--- src/board_io_pkg.sv ---
`default_nettype none

package board_io_pkg;
	// Board inputs
	localparam int N_BTN = 4;	// Push buttons
	localparam int N_SW  = 3;	// Slide switches

	// Debounce timing
	localparam int DB_CYCLES = 16;	// Cycles of disagreement before the level follows
	localparam int DB_CNT_W  = $clog2(DB_CYCLES);
	localparam logic [DB_CNT_W-1:0] DB_LAST = DB_CNT_W'(DB_CYCLES - 1);

	// Press counters and dump words
	localparam int CNT_W   = 8;	// Wrapping press count
	localparam int WORD_W  = 32;
	localparam int LVL_BIT = 8;	// Debounced level of the button
	localparam int SW_LSB  = 16;	// Synchronized switches start here
	localparam int ADDR_W  = $clog2(N_BTN);	// One word per button
	localparam logic [ADDR_W-1:0] ADDR_LAST = ADDR_W'(N_BTN - 1);

	// Byte split of a word
	localparam int BYTE_W         = 8;
	localparam int BYTES_PER_WORD = 4;
	localparam int BYTE_IDX_W     = $clog2(BYTES_PER_WORD);
	localparam logic [BYTE_IDX_W-1:0] BYTE_LAST = BYTE_IDX_W'(BYTES_PER_WORD - 1);

	// UART framing, short bit time for simulation
	localparam int CLKS_PER_BIT = 8;
	localparam int CLK_CNT_W    = $clog2(CLKS_PER_BIT);
	localparam logic [CLK_CNT_W-1:0] CLK_LAST = CLK_CNT_W'(CLKS_PER_BIT - 1);
	localparam int FRAME_BITS   = BYTE_W + 2;	// Start, data and stop
	localparam int BIT_IDX_W    = $clog2(FRAME_BITS);
	localparam logic [BIT_IDX_W-1:0] BIT_LAST = BIT_IDX_W'(FRAME_BITS - 1);
endpackage

`default_nettype wire

--- src/input_sync.sv ---
`timescale 1ns/100ps
`default_nettype none

module input_sync (
	input  logic                           CLK,
	input  logic                           rst_n,
	input  logic [board_io_pkg::N_BTN-1:0] btn_in,		// Raw button pins
	input  logic [board_io_pkg::N_SW-1:0]  switch_in,	// Raw switch pins
	output logic [board_io_pkg::N_BTN-1:0] btn_sync,
	output logic [board_io_pkg::N_SW-1:0]  sw_sync
);

	logic [board_io_pkg::N_BTN-1:0] btn_meta;	// First stage, may go metastable
	logic [board_io_pkg::N_SW-1:0]  sw_meta;

	// Two flops per pin
	always_ff @(posedge CLK or negedge rst_n) begin
		if (!rst_n) begin
			btn_meta <= '0;
			sw_meta  <= '0;
			btn_sync <= '0;
			sw_sync  <= '0;
		end else begin
			btn_meta <= btn_in;
			sw_meta  <= switch_in;
			btn_sync <= btn_meta;	// Settled copy
			sw_sync  <= sw_meta;
		end
	end

endmodule

`default_nettype wire

--- src/btn_debounce.sv ---
`timescale 1ns/100ps
`default_nettype none

module btn_debounce (
	input  logic CLK,
	input  logic rst_n,
	input  logic btn,		// Synchronized button
	output logic db_btn		// Debounced level
);

	// Counts consecutive cycles where btn disagrees with db_btn
	logic [board_io_pkg::DB_CNT_W-1:0] stable_cnt;

	always_ff @(posedge CLK or negedge rst_n) begin
		if (!rst_n) begin
			db_btn     <= 1'b0;
			stable_cnt <= '0;
		end else if (btn != db_btn) begin
			if (stable_cnt == board_io_pkg::DB_LAST) begin
				db_btn     <= btn;	// Held long enough so follow the input
				stable_cnt <= '0;
			end else begin
				stable_cnt <= stable_cnt + 1'b1;
			end
		end else begin
			stable_cnt <= '0;	// Bounce back to the old level restarts the count
		end
	end

endmodule

`default_nettype wire

--- src/press_counter_bank.sv ---
`timescale 1ns/100ps
`default_nettype none

module press_counter_bank (
	input  logic                            CLK,
	input  logic                            rst_n,
	input  logic [board_io_pkg::N_BTN-1:0]  db_btn,		// Debounced buttons
	input  logic [board_io_pkg::N_SW-1:0]   sw_sync,	// Synchronized switches
	input  logic [board_io_pkg::ADDR_W-1:0] con_addr,	// Word select, one per button
	output logic [board_io_pkg::WORD_W-1:0] con_out,	// Word at con_addr, same cycle
	output logic                            int_sig		// Interrupt line toward the core
);

	logic [board_io_pkg::N_BTN-1:0] db_prev;	// Last cycle's levels for edge detect
	logic [board_io_pkg::CNT_W-1:0] press_cnt [board_io_pkg::N_BTN];

	always_ff @(posedge CLK or negedge rst_n) begin
		if (!rst_n) begin
			db_prev <= '0;
			int_sig <= 1'b0;
			for (int i = 0; i < board_io_pkg::N_BTN; i++) begin
				press_cnt[i] <= '0;
			end
		end else begin
			db_prev <= db_btn;
			int_sig <= (|db_btn) | (|sw_sync);	// Any button held or switch on
			for (int i = 0; i < board_io_pkg::N_BTN; i++) begin
				// Count rising edges only, wraps at CNT_W bits
				if (db_btn[i] && !db_prev[i]) begin
					press_cnt[i] <= press_cnt[i] + 1'b1;
				end
			end
		end
	end

	// Word layout
	// count in the low byte, level above it, switches from SW_LSB up
	always_comb begin
		con_out = '0;	// Unused bits read as zero
		con_out[board_io_pkg::CNT_W-1:0] = press_cnt[con_addr];
		con_out[board_io_pkg::LVL_BIT] = db_btn[con_addr];
		con_out[board_io_pkg::SW_LSB +: board_io_pkg::N_SW] = sw_sync;
	end

endmodule

`default_nettype wire

--- src/uart_datamemdump.sv ---
`timescale 1ns/100ps
`default_nettype none

module uart_datamemdump (
	input  logic                            CLK,
	input  logic                            rst_n,
	input  logic [board_io_pkg::WORD_W-1:0] con_out,	// Word read back at con_addr
	output logic [board_io_pkg::ADDR_W-1:0] con_addr,
	output logic [board_io_pkg::BYTE_W-1:0] byte_data,	// Byte toward the transmitter
	output logic                            byte_valid,
	input  logic                            byte_ready
);

	typedef enum logic {
		S_LOAD,		// Take a snapshot of the word at con_addr
		S_SEND		// Offer bytes until the last one is taken
	} state_t;

	state_t                              state;
	logic [board_io_pkg::WORD_W-1:0]     word_q;	// Snapshot of the current word
	logic [board_io_pkg::BYTE_IDX_W-1:0] byte_idx;	// Byte being offered, LSB first

	assign byte_valid = (state == S_SEND);
	assign byte_data  = word_q[byte_idx*board_io_pkg::BYTE_W +: board_io_pkg::BYTE_W];

	always_ff @(posedge CLK or negedge rst_n) begin
		if (!rst_n) begin
			state    <= S_LOAD;
			byte_idx <= '0;
			con_addr <= '0;
		end else begin
			case (state)
				S_LOAD: begin
					state    <= S_SEND;
					byte_idx <= '0;
				end
				S_SEND: begin
					// Nothing moves until the transmitter takes the byte
					if (byte_ready) begin
						if (byte_idx == board_io_pkg::BYTE_LAST) begin
							state <= S_LOAD;
							// Last word wraps back to address zero
							if (con_addr == board_io_pkg::ADDR_LAST) begin
								con_addr <= '0;
							end else begin
								con_addr <= con_addr + 1'b1;
							end
						end else begin
							byte_idx <= byte_idx + 1'b1;
						end
					end
				end
				default: state <= S_LOAD;
			endcase
		end
	end

	// All bytes of one word come from this one copy
	always_ff @(posedge CLK) begin
		if (state == S_LOAD) begin
			word_q <= con_out;
		end
	end

endmodule

`default_nettype wire

--- src/uart_tx.sv ---
`timescale 1ns/100ps
`default_nettype none

module uart_tx (
	input  logic                            CLK,
	input  logic                            rst_n,
	input  logic [board_io_pkg::BYTE_W-1:0] byte_data,
	input  logic                            byte_valid,
	output logic                            byte_ready,	// High only while the line is idle
	output logic                            tx		// Serial line, idles high
);

	logic                               busy;		// Frame in flight
	logic [board_io_pkg::CLK_CNT_W-1:0] clk_cnt;	// Cycles within the current bit
	logic [board_io_pkg::BIT_IDX_W-1:0] bit_idx;	// Bit of the frame on the line
	logic [board_io_pkg::FRAME_BITS-1:0] shift_q;	// Frame bits, bit 0 on the line

	assign byte_ready = !busy;
	assign tx         = shift_q[0];

	always_ff @(posedge CLK or negedge rst_n) begin
		if (!rst_n) begin
			busy    <= 1'b0;
			clk_cnt <= '0;
			bit_idx <= '0;
			shift_q <= '1;	// Line high out of reset
		end else if (!busy) begin
			if (byte_valid) begin
				busy    <= 1'b1;
				clk_cnt <= '0;
				bit_idx <= '0;
				shift_q <= {1'b1, byte_data, 1'b0};	// Stop, data, start
			end
		end else if (clk_cnt == board_io_pkg::CLK_LAST) begin
			clk_cnt <= '0;
			shift_q <= {1'b1, shift_q[board_io_pkg::FRAME_BITS-1:1]};	// Ones fill in behind
			if (bit_idx == board_io_pkg::BIT_LAST) begin
				busy <= 1'b0;	// Stop bit done
			end else begin
				bit_idx <= bit_idx + 1'b1;
			end
		end else begin
			clk_cnt <= clk_cnt + 1'b1;
		end
	end

endmodule

`default_nettype wire

--- src/board_io_top.sv ---
`timescale 1ns/100ps
`default_nettype none

module board_io_top (
	input  logic                           CLK,
	input  logic                           rst_n,
	input  logic [board_io_pkg::N_BTN-1:0] btn_in,		// Push button pins
	input  logic [board_io_pkg::N_SW-1:0]  switch_in,	// Slide switch pins
	output logic                           int_sig,		// Interrupt the core would watch
	output logic                           UART_TX
);

	logic [board_io_pkg::N_BTN-1:0]  btn_sync;
	logic [board_io_pkg::N_SW-1:0]   sw_sync;
	logic [board_io_pkg::N_BTN-1:0]  db_btn;	// One bit per debouncer
	logic [board_io_pkg::ADDR_W-1:0] con_addr;	// Dump read address
	logic [board_io_pkg::WORD_W-1:0] con_out;
	logic [board_io_pkg::BYTE_W-1:0] byte_data;
	logic                            byte_valid;
	logic                            byte_ready;

	input_sync u_sync (
		.CLK       (CLK),
		.rst_n     (rst_n),
		.btn_in    (btn_in),
		.switch_in (switch_in),
		.btn_sync  (btn_sync),
		.sw_sync   (sw_sync)
	);

	// One debouncer per button
	for (genvar i = 0; i < board_io_pkg::N_BTN; i++) begin : g_db
		btn_debounce u_db (
			.CLK    (CLK),
			.rst_n  (rst_n),
			.btn    (btn_sync[i]),
			.db_btn (db_btn[i])
		);
	end

	// Counter bank stands in for data memory on the dump side
	press_counter_bank u_bank (
		.CLK      (CLK),
		.rst_n    (rst_n),
		.db_btn   (db_btn),
		.sw_sync  (sw_sync),
		.con_addr (con_addr),
		.con_out  (con_out),
		.int_sig  (int_sig)
	);

	uart_datamemdump u_dump (
		.CLK        (CLK),
		.rst_n      (rst_n),
		.con_out    (con_out),
		.con_addr   (con_addr),
		.byte_data  (byte_data),
		.byte_valid (byte_valid),
		.byte_ready (byte_ready)
	);

	uart_tx u_tx (
		.CLK        (CLK),
		.rst_n      (rst_n),
		.byte_data  (byte_data),
		.byte_valid (byte_valid),
		.byte_ready (byte_ready),
		.tx         (UART_TX)
	);

endmodule

`default_nettype wire

--- config.mk ---
export PLATFORM = sky130hd
export DESIGN_NAME = board_io_top
export DESIGN_NICKNAME = d
export VERILOG_FILES = /design/src/board_io_pkg.sv /design/src/input_sync.sv /design/src/btn_debounce.sv /design/src/press_counter_bank.sv /design/src/uart_datamemdump.sv /design/src/uart_tx.sv /design/src/board_io_top.sv
export SDC_FILE = /design/constraint.sdc
export NUM_CORES = 1
export LEC_CHECK = 0
export BUFFER_PORTS_ARGS = -buffer_cell sky130_fd_sc_hd__buf_2
export CAP_MARGIN = 30
export CORE_ASPECT_RATIO = 0.7
export CORE_MARGIN = 3
export CORE_UTILIZATION = 55
export DETAILED_ROUTE_END_ITERATION = 12
export PLACE_DENSITY = 0.72
export SLEW_MARGIN = 25
export SYNTH_ARGS = -nofsm -noshare
export SYNTH_HDL_FRONTEND = slang
export SYNTH_SLANG_ARGS = --single-unit
--- constraint.sdc ---
create_clock -name CLK -period 2.14 [get_ports CLK]
set_input_delay 0.428 -clock CLK [delete_from_list [all_inputs] [get_ports CLK]]
set_output_delay 0.428 -clock CLK [all_outputs]
set_load 0.03 [all_outputs]
### Word-level counts from Yosys, hierarchy flattened

Cells that the tools add are included.

* memory bits (writable): 0
* latch bits: 0
* bits in registers: 106
* output and inout bits: 2
* input bits: 9
* memory bits (read-only): 0
* logic and storage cells: 114
* memories: 0

* muxes and demuxes: 34
* multiply operators: 0
* div/mod/pow operators: 0
* order comparisons: 2
* reductions and logical operators: 19
* shifts and indexed selects: 1
* add/subtract/negate cells: 12
* equal/unequal tests: 16
* bitwise logic cells: 4

Operators by type and width (number)
* 4-bit 2-to-1 mux: 12
* 8-bit by 1-bit adder with 8-bit output, second input constant: 4
* 32-bit by 6-bit indexed part select with 8-bit output: 1
* 10-bit 2-to-1 mux: 3
* 4-bit by 1-bit adder with 4-bit output, second input constant: 5
* 4-bit equality test, second input constant: 5
* 8-bit binary-select mux with 2-bit select: 1
* 8-bit 2-to-1 mux: 2
* 2-bit AND reduction: 6
* 3-bit 2-to-1 mux: 3
* 2-bit inequality test, second input constant: 4
* 1-bit 2-to-1 mux: 7
* 2-bit 2-to-1 mux: 3
* 3-bit AND reduction: 2
* 2-bit by 1-bit adder with 2-bit output, second input constant: 2
* 2-bit equality test, second input constant: 2
* 1-bit logical AND: 4
* 1-bit logical NOT: 4
* 1-bit inequality test: 4
* 2-bit one-hot mux with 2 select lines: 1
* 4-bit OR reduction: 1
* 3-bit by 1-bit adder with 3-bit output, second input constant: 1
* 3-bit equality test, second input constant: 1
* 3-bit greater-or-equal comparator, second input constant: 1
* other kinds (8): 9

### Longest topological paths before layout

* depth after elaboration: 4
* gate-level depth with buffers: 7

### Hierarchy

From an unflattened synthesis, not the netlist that was laid out.

* cell total of the unflattened synthesis: 374
* area, all modules: 5462.7 sq um

Modules (own cells, without submodules)
* press_counter_bank: cells an instance 152, times used 1, area each 1921.8 sq um
* uart_datamemdump: cells an instance 59, times used 1, area each 1372.6 sq um
* uart_tx: cells an instance 85, times used 1, area each 937.1 sq um
* btn_debounce: cells an instance 16, times used 4, area each 220.2 sq um
* input_sync: cells an instance 14, times used 1, area each 350.3 sq um

### Least setup slack after synthesis

Ideal clock, no wire load.

* path kind: register to register
* start: reg u_tx.clk_cnt[0] in the netlist's numbering
* end: reg u_tx.shift_q[3] in the netlist's numbering
* setup slack: 0.646 ns
* stages on the path, launching flop included: 8
* clock period less this slack: 1.494 ns
* data arrival time: 1.415 ns
* path buffers: 2
* setup time: 0.079 ns
* cells stage by stage: dfrtp_1 -> ha_1 -> ha_1 -> buf_6 -> mux2i_2 -> buf_4 -> nand2_1 -> o21ai_0

* cells in the longest elaborated chain, start to end: 3

RTL lines
* start: declaration: line uart_tx.sv:14 `logic [board_io_pkg::CLK_CNT_W-1:0] clk_cnt;`
* start signal: assignment: line uart_tx.sv:43 `clk_cnt <= clk_cnt + 1'b1;`
* 3-bit equality test: line uart_tx.sv:34 `end else if (clk_cnt == board_io_pkg::CLK_LAST) begin`
* 2-bit inequality test (no source line)
* 2-bit AND reduction (no source line)
* end signal: assignment: line uart_tx.sv:32 `shift_q <= {1'b1, byte_data, 1'b0};`
* end signal: assignment: line uart_tx.sv:36 `shift_q <= {1'b1, shift_q[board_io_pkg::FRAME_BITS-1:1]};`
* end: declaration: line uart_tx.sv:16 `logic [board_io_pkg::FRAME_BITS-1:0] shift_q;`

Every way passes these cells.
A chain may end at the register's enable or synchronous reset.

### Worst setup path after layout

* start: reg u_tx.clk_cnt[0] in the netlist's numbering
* end: reg u_tx.shift_q[1] in the netlist's numbering

Same word-level chain as after synthesis.

==> metrics.md <==
| Metric | Value |
|---|---|
| Status | `complete, no violations` |
| Post-layout min period | `between 1500 and 2000 ps` |
| Overflow after GRT | `0` |
| GRT Util Overall | `around a fifth` |
| Path depth of the worst reg2reg path | `6` |
| DR iter-0 viols | `227` |
| Post-route cell area | `4910 sq um` |
| RSZ-0062 raised after global routing | `false` |
| Fillers | `559` |
| NetSw | `0.834 mW` |
| Power Internal | `2.89 mW` |
| Multi-input gate area | `~1700 sq um` |
| Synthesized instance count | `327` |
| R2R Path Start | `u_tx.clk_cnt[0]` |
| DRC viols | `0` |
| Comb pwr share | `2.5%` |
| Final core utilization | `64.7%` |
| Reg2reg setup slack | `approximately 460 ps` |
| Syn Area/Cell | `13.6 sq um` |
| Worst EP arrival | `1960 ps` |
| Cell with the most instances after synthesis | `dfrtp_1` |
| WL/cell | `17.0 microns` |
| Share of cells above drive strength 1 | `between 15 and 20%` |
| # port buffers | `10` |
| Slew HR | `between 60% and 70%` |
| Mapped Nets | `between 300 and 400` |
| Main combinational cell family by area after synthesis | `simple AND/OR/NAND/NOR gates` |
| FMAX | `594 MHz` |
| WHS Endpoint | `u_sync.sw_meta[0]` |
| Num ports | `11` |
| Setup TNS Final | `0 ps` |
| Sw frac | `22.4%` |
| CTS Root Cell | `clkbuf_16` |
| Antenna Diode Count | `0` |
| Routed Antenna Nets | `0` |
| Slew Viols, Final | `0` |
| #FFs+latches synth | `105` |
| Crit Path Max Fanout | `15` |
| Initial antenna violation count | `0` |
| CTS tree | `yes` |
| CTS Buf Count | `9` |
| Top cells by count, synth | `dfrtp_1 (84), xnor2_1 (33), nand2_1 (23), nand4_1 (17), ha_1 (14)` |
| Vias in the first global route | `2498` |
| Die area | `just over 9000 sq um` |
| Post-DP Area | `4610 sq um` |
| CTS H-Tree Depth | `3` |
| Row count | `26` |
| Worst Setup Start Kind | `flop` |
| Via density | `5.69` |
| Post-Place Cells | `between 400 and 500` |
| Hold_sp | `switch_in[0]` |
| HP Class | `in2reg` |
| PD cells | `between 700 and 800 nW/um^2` |
| Clock net sink count | `around 110` |
| Worst-Margin Slew | `around 530 ps` |
| Synth Flop Type | `dfrtp_1` |
| Simple-gate share of the synthesized area | `12.0%` |
| First-pass GRT wire length | `13.0 mm` |
| Clock power share | `41.8%` |
| Leak | `around 2.1 nW` |
| Starting Density | `58.7%` |
| Nets@finish | `369` |
| HPWL Detailed | `5.12 mm` |
| Crit share post-route | `78.7%` |
| Clk_lat worst skew | `~350 ps` |
| Finish-stage setup viols | `0` |
| Mapped cell area | `4450 sq um` |
| Clk pin slew, worst setup/hold paths | `70 ps` |
| WP data required | `2420 ps` |
| Pwr Total | `between 3 and 4 mW` |
| Critical Path End Type | `flop` |
| Cell variety after synth | `46` |
| CTS Buffer Depth | `2` |
| Async SR Flop Fraction | `88.6%` |
| GP Congestion | `0.815` |
| Yosys top cell area share | `47.2%` |
| Drt pass-1 iters | `4` |
| Peak supply drop | `0.590 mV` |
| Adder-cell area share of the yosys netlist | `3.94%` |
| Largest area contributor in the netlist | `dfrtp_1` |
| Area growth syn-to-layout | `10.3%` |
| Largest net degree at the start of global routing | `87` |
| Final hold violations | `0` |
| Critical path type | `reg2reg` |
| Std-Cell Core Area | `between 7000 and 8000 sq um` |
| Min-Delay Path Depth | `1` |
| Post-synthesis mux area share | `between 8 and 9%` |
| Vias | `2553` |
| Die width | `114 microns` |
| RR Endpoint | `u_tx.shift_q[1]` |
| Largest cells by area after synthesis | `dfrtp_1 (47%), edfxtp_1 (8.1%), xnor2_1 (6.5%)` |
| Skew final | `9.88 ps` |
| Count of yosys warnings during synthesis | `0` |
| Sequential fraction of design power | `55.7%` |
| Post-Layout Cell Count | `roughly 450` |
| Die Span Y | `~81 microns` |
| Register area | `2700 sq um` |
| Post-Route WL | `7.61 mm` |
| Xor/xnor share of the synthesized area | `roughly 7.5%` |
| Synth Area in Compound Gates | `5.65%` |
| EDFF count, synth | `12` |
| Sequential share of the synthesized area | `60.7%` |
| Max cap viols | `0` |
## cell families (layout without fill, tap and decap cells)
| logic type | Yosys count | count (layout) |
|---|---|---|
| adders and majority gates | 14 | 14 |
| muxes | 24 | 24 |
| and+or+nand+nor | 90 | 90 |
| xor gates and xnor gates | 38 | 38 |
| DFF | 105 | 105 |
| buffers and inverters | 15 | 39 |
| AOI/OAI and AO/OA | 41 | 41 |
## power by group through the flow
| stage | clock (mW) | sequential, mW | combinational, mW |
|---|---|---|---|
| floorplan | 0 | 2.11 | 0.0398 |
| global placement | 0 | 2.11 | 0.0929 |
| detailed placement | 0 | 2.11 | 0.0949 |
| CTS | 1.58 | 2.07 | 0.0972 |
| global route | 1.67 | 2.08 | 0.110 |
| finish | 1.56 | 2.07 | 0.0934 |
## final cells by class
class	instances	area share [%]
Timing Repair Buffer	14	1.99
Inverter	9	0.688
Sequential cell	105	55.0
Multi-Input combinational cell	207	34.0
Clock inverter	6	1.12
Tap cell	98	2.50
Clock buffer	10	4.67
## worst max-delay path by stage
| stage | startpoint | to | cells past startpoint |
|---|---|---|---|
| 3_3_place_gp | u_tx.clk_cnt[0] | u_tx.shift_q[1] | 6 |
| 6_report | u_tx.clk_cnt[0] | u_tx.shift_q[1] | 6 |
| 4_1_cts | u_tx.clk_cnt[0] | u_tx.shift_q[1] | 6 |
| 5_1_grt | u_tx.clk_cnt[0] | u_tx.shift_q[2] | 6 |
| 3_5_place_dp | u_tx.clk_cnt[0] | u_tx.shift_q[1] | 6 |
| 2_1_floorplan | u_tx.clk_cnt[0] | u_tx.shift_q[3] | 7 |
## placed cells by master (no fill, tap or decap), types with 10 or more instances in the layout
cell and n:
mux2_2 11, nand2_1 23, edfxtp_1 12, a21oi_1 13
nor2_1 10, dfrtp_1 84, ha_1 14, xnor2_1 33
nand4_1 17
## routing by layer
layer | routed length [microns] | up-vias | track usage [%]
li1 | - | 1226 | -
met4 | 78 | 0 | 5.16
met5 | 0 | - | 0
met3 | 479 | 11 | 6.25
met2 | 3230 | 48 | 25.7
met1 | 3830 | 1268 | 28.5
## sequential cells by signal (all words and copies together) (netlist names), 4 cells and up
register,flops
u_tx.shift_q,9
u_sync.btn_meta,4
u_dump.word_q,12
u_tx.bit_idx,4
u_bank.press_cnt,32
g_db.u_db.db_btn,4
g_db.u_db.stable_cnt,16
u_sync.btn_sync,4
u_bank.db_prev,4
## repair_timing
action / CTS / global route
setup endpoints to repair: 0 / 0
hold endpoints to repair: 7 / 0
setup buffers: 0 / 0
hold buffers: 1 / 0
gates resized for setup: 0 / 0
## through the flow
| stage | worst slack [ps] | hold slack [ps] |
|---|---|---|
| floorplan | 646 | 132 |
| global placement | 571 | 257 |
| CTS | 480 | 168 |
| detailed placement | 491 | 260 |
| finish | 456 | 176 |
| global route | 361 | 165 |
## critical path, stage by stage (launching register included)
cell and delay (ps):
dfrtp_1 410, ha_1 210, ha_1 320, mux2i_2 190, buf_4 210, a21oi_1 60
a22o_1 200
(Power assumes the default switching activity.)
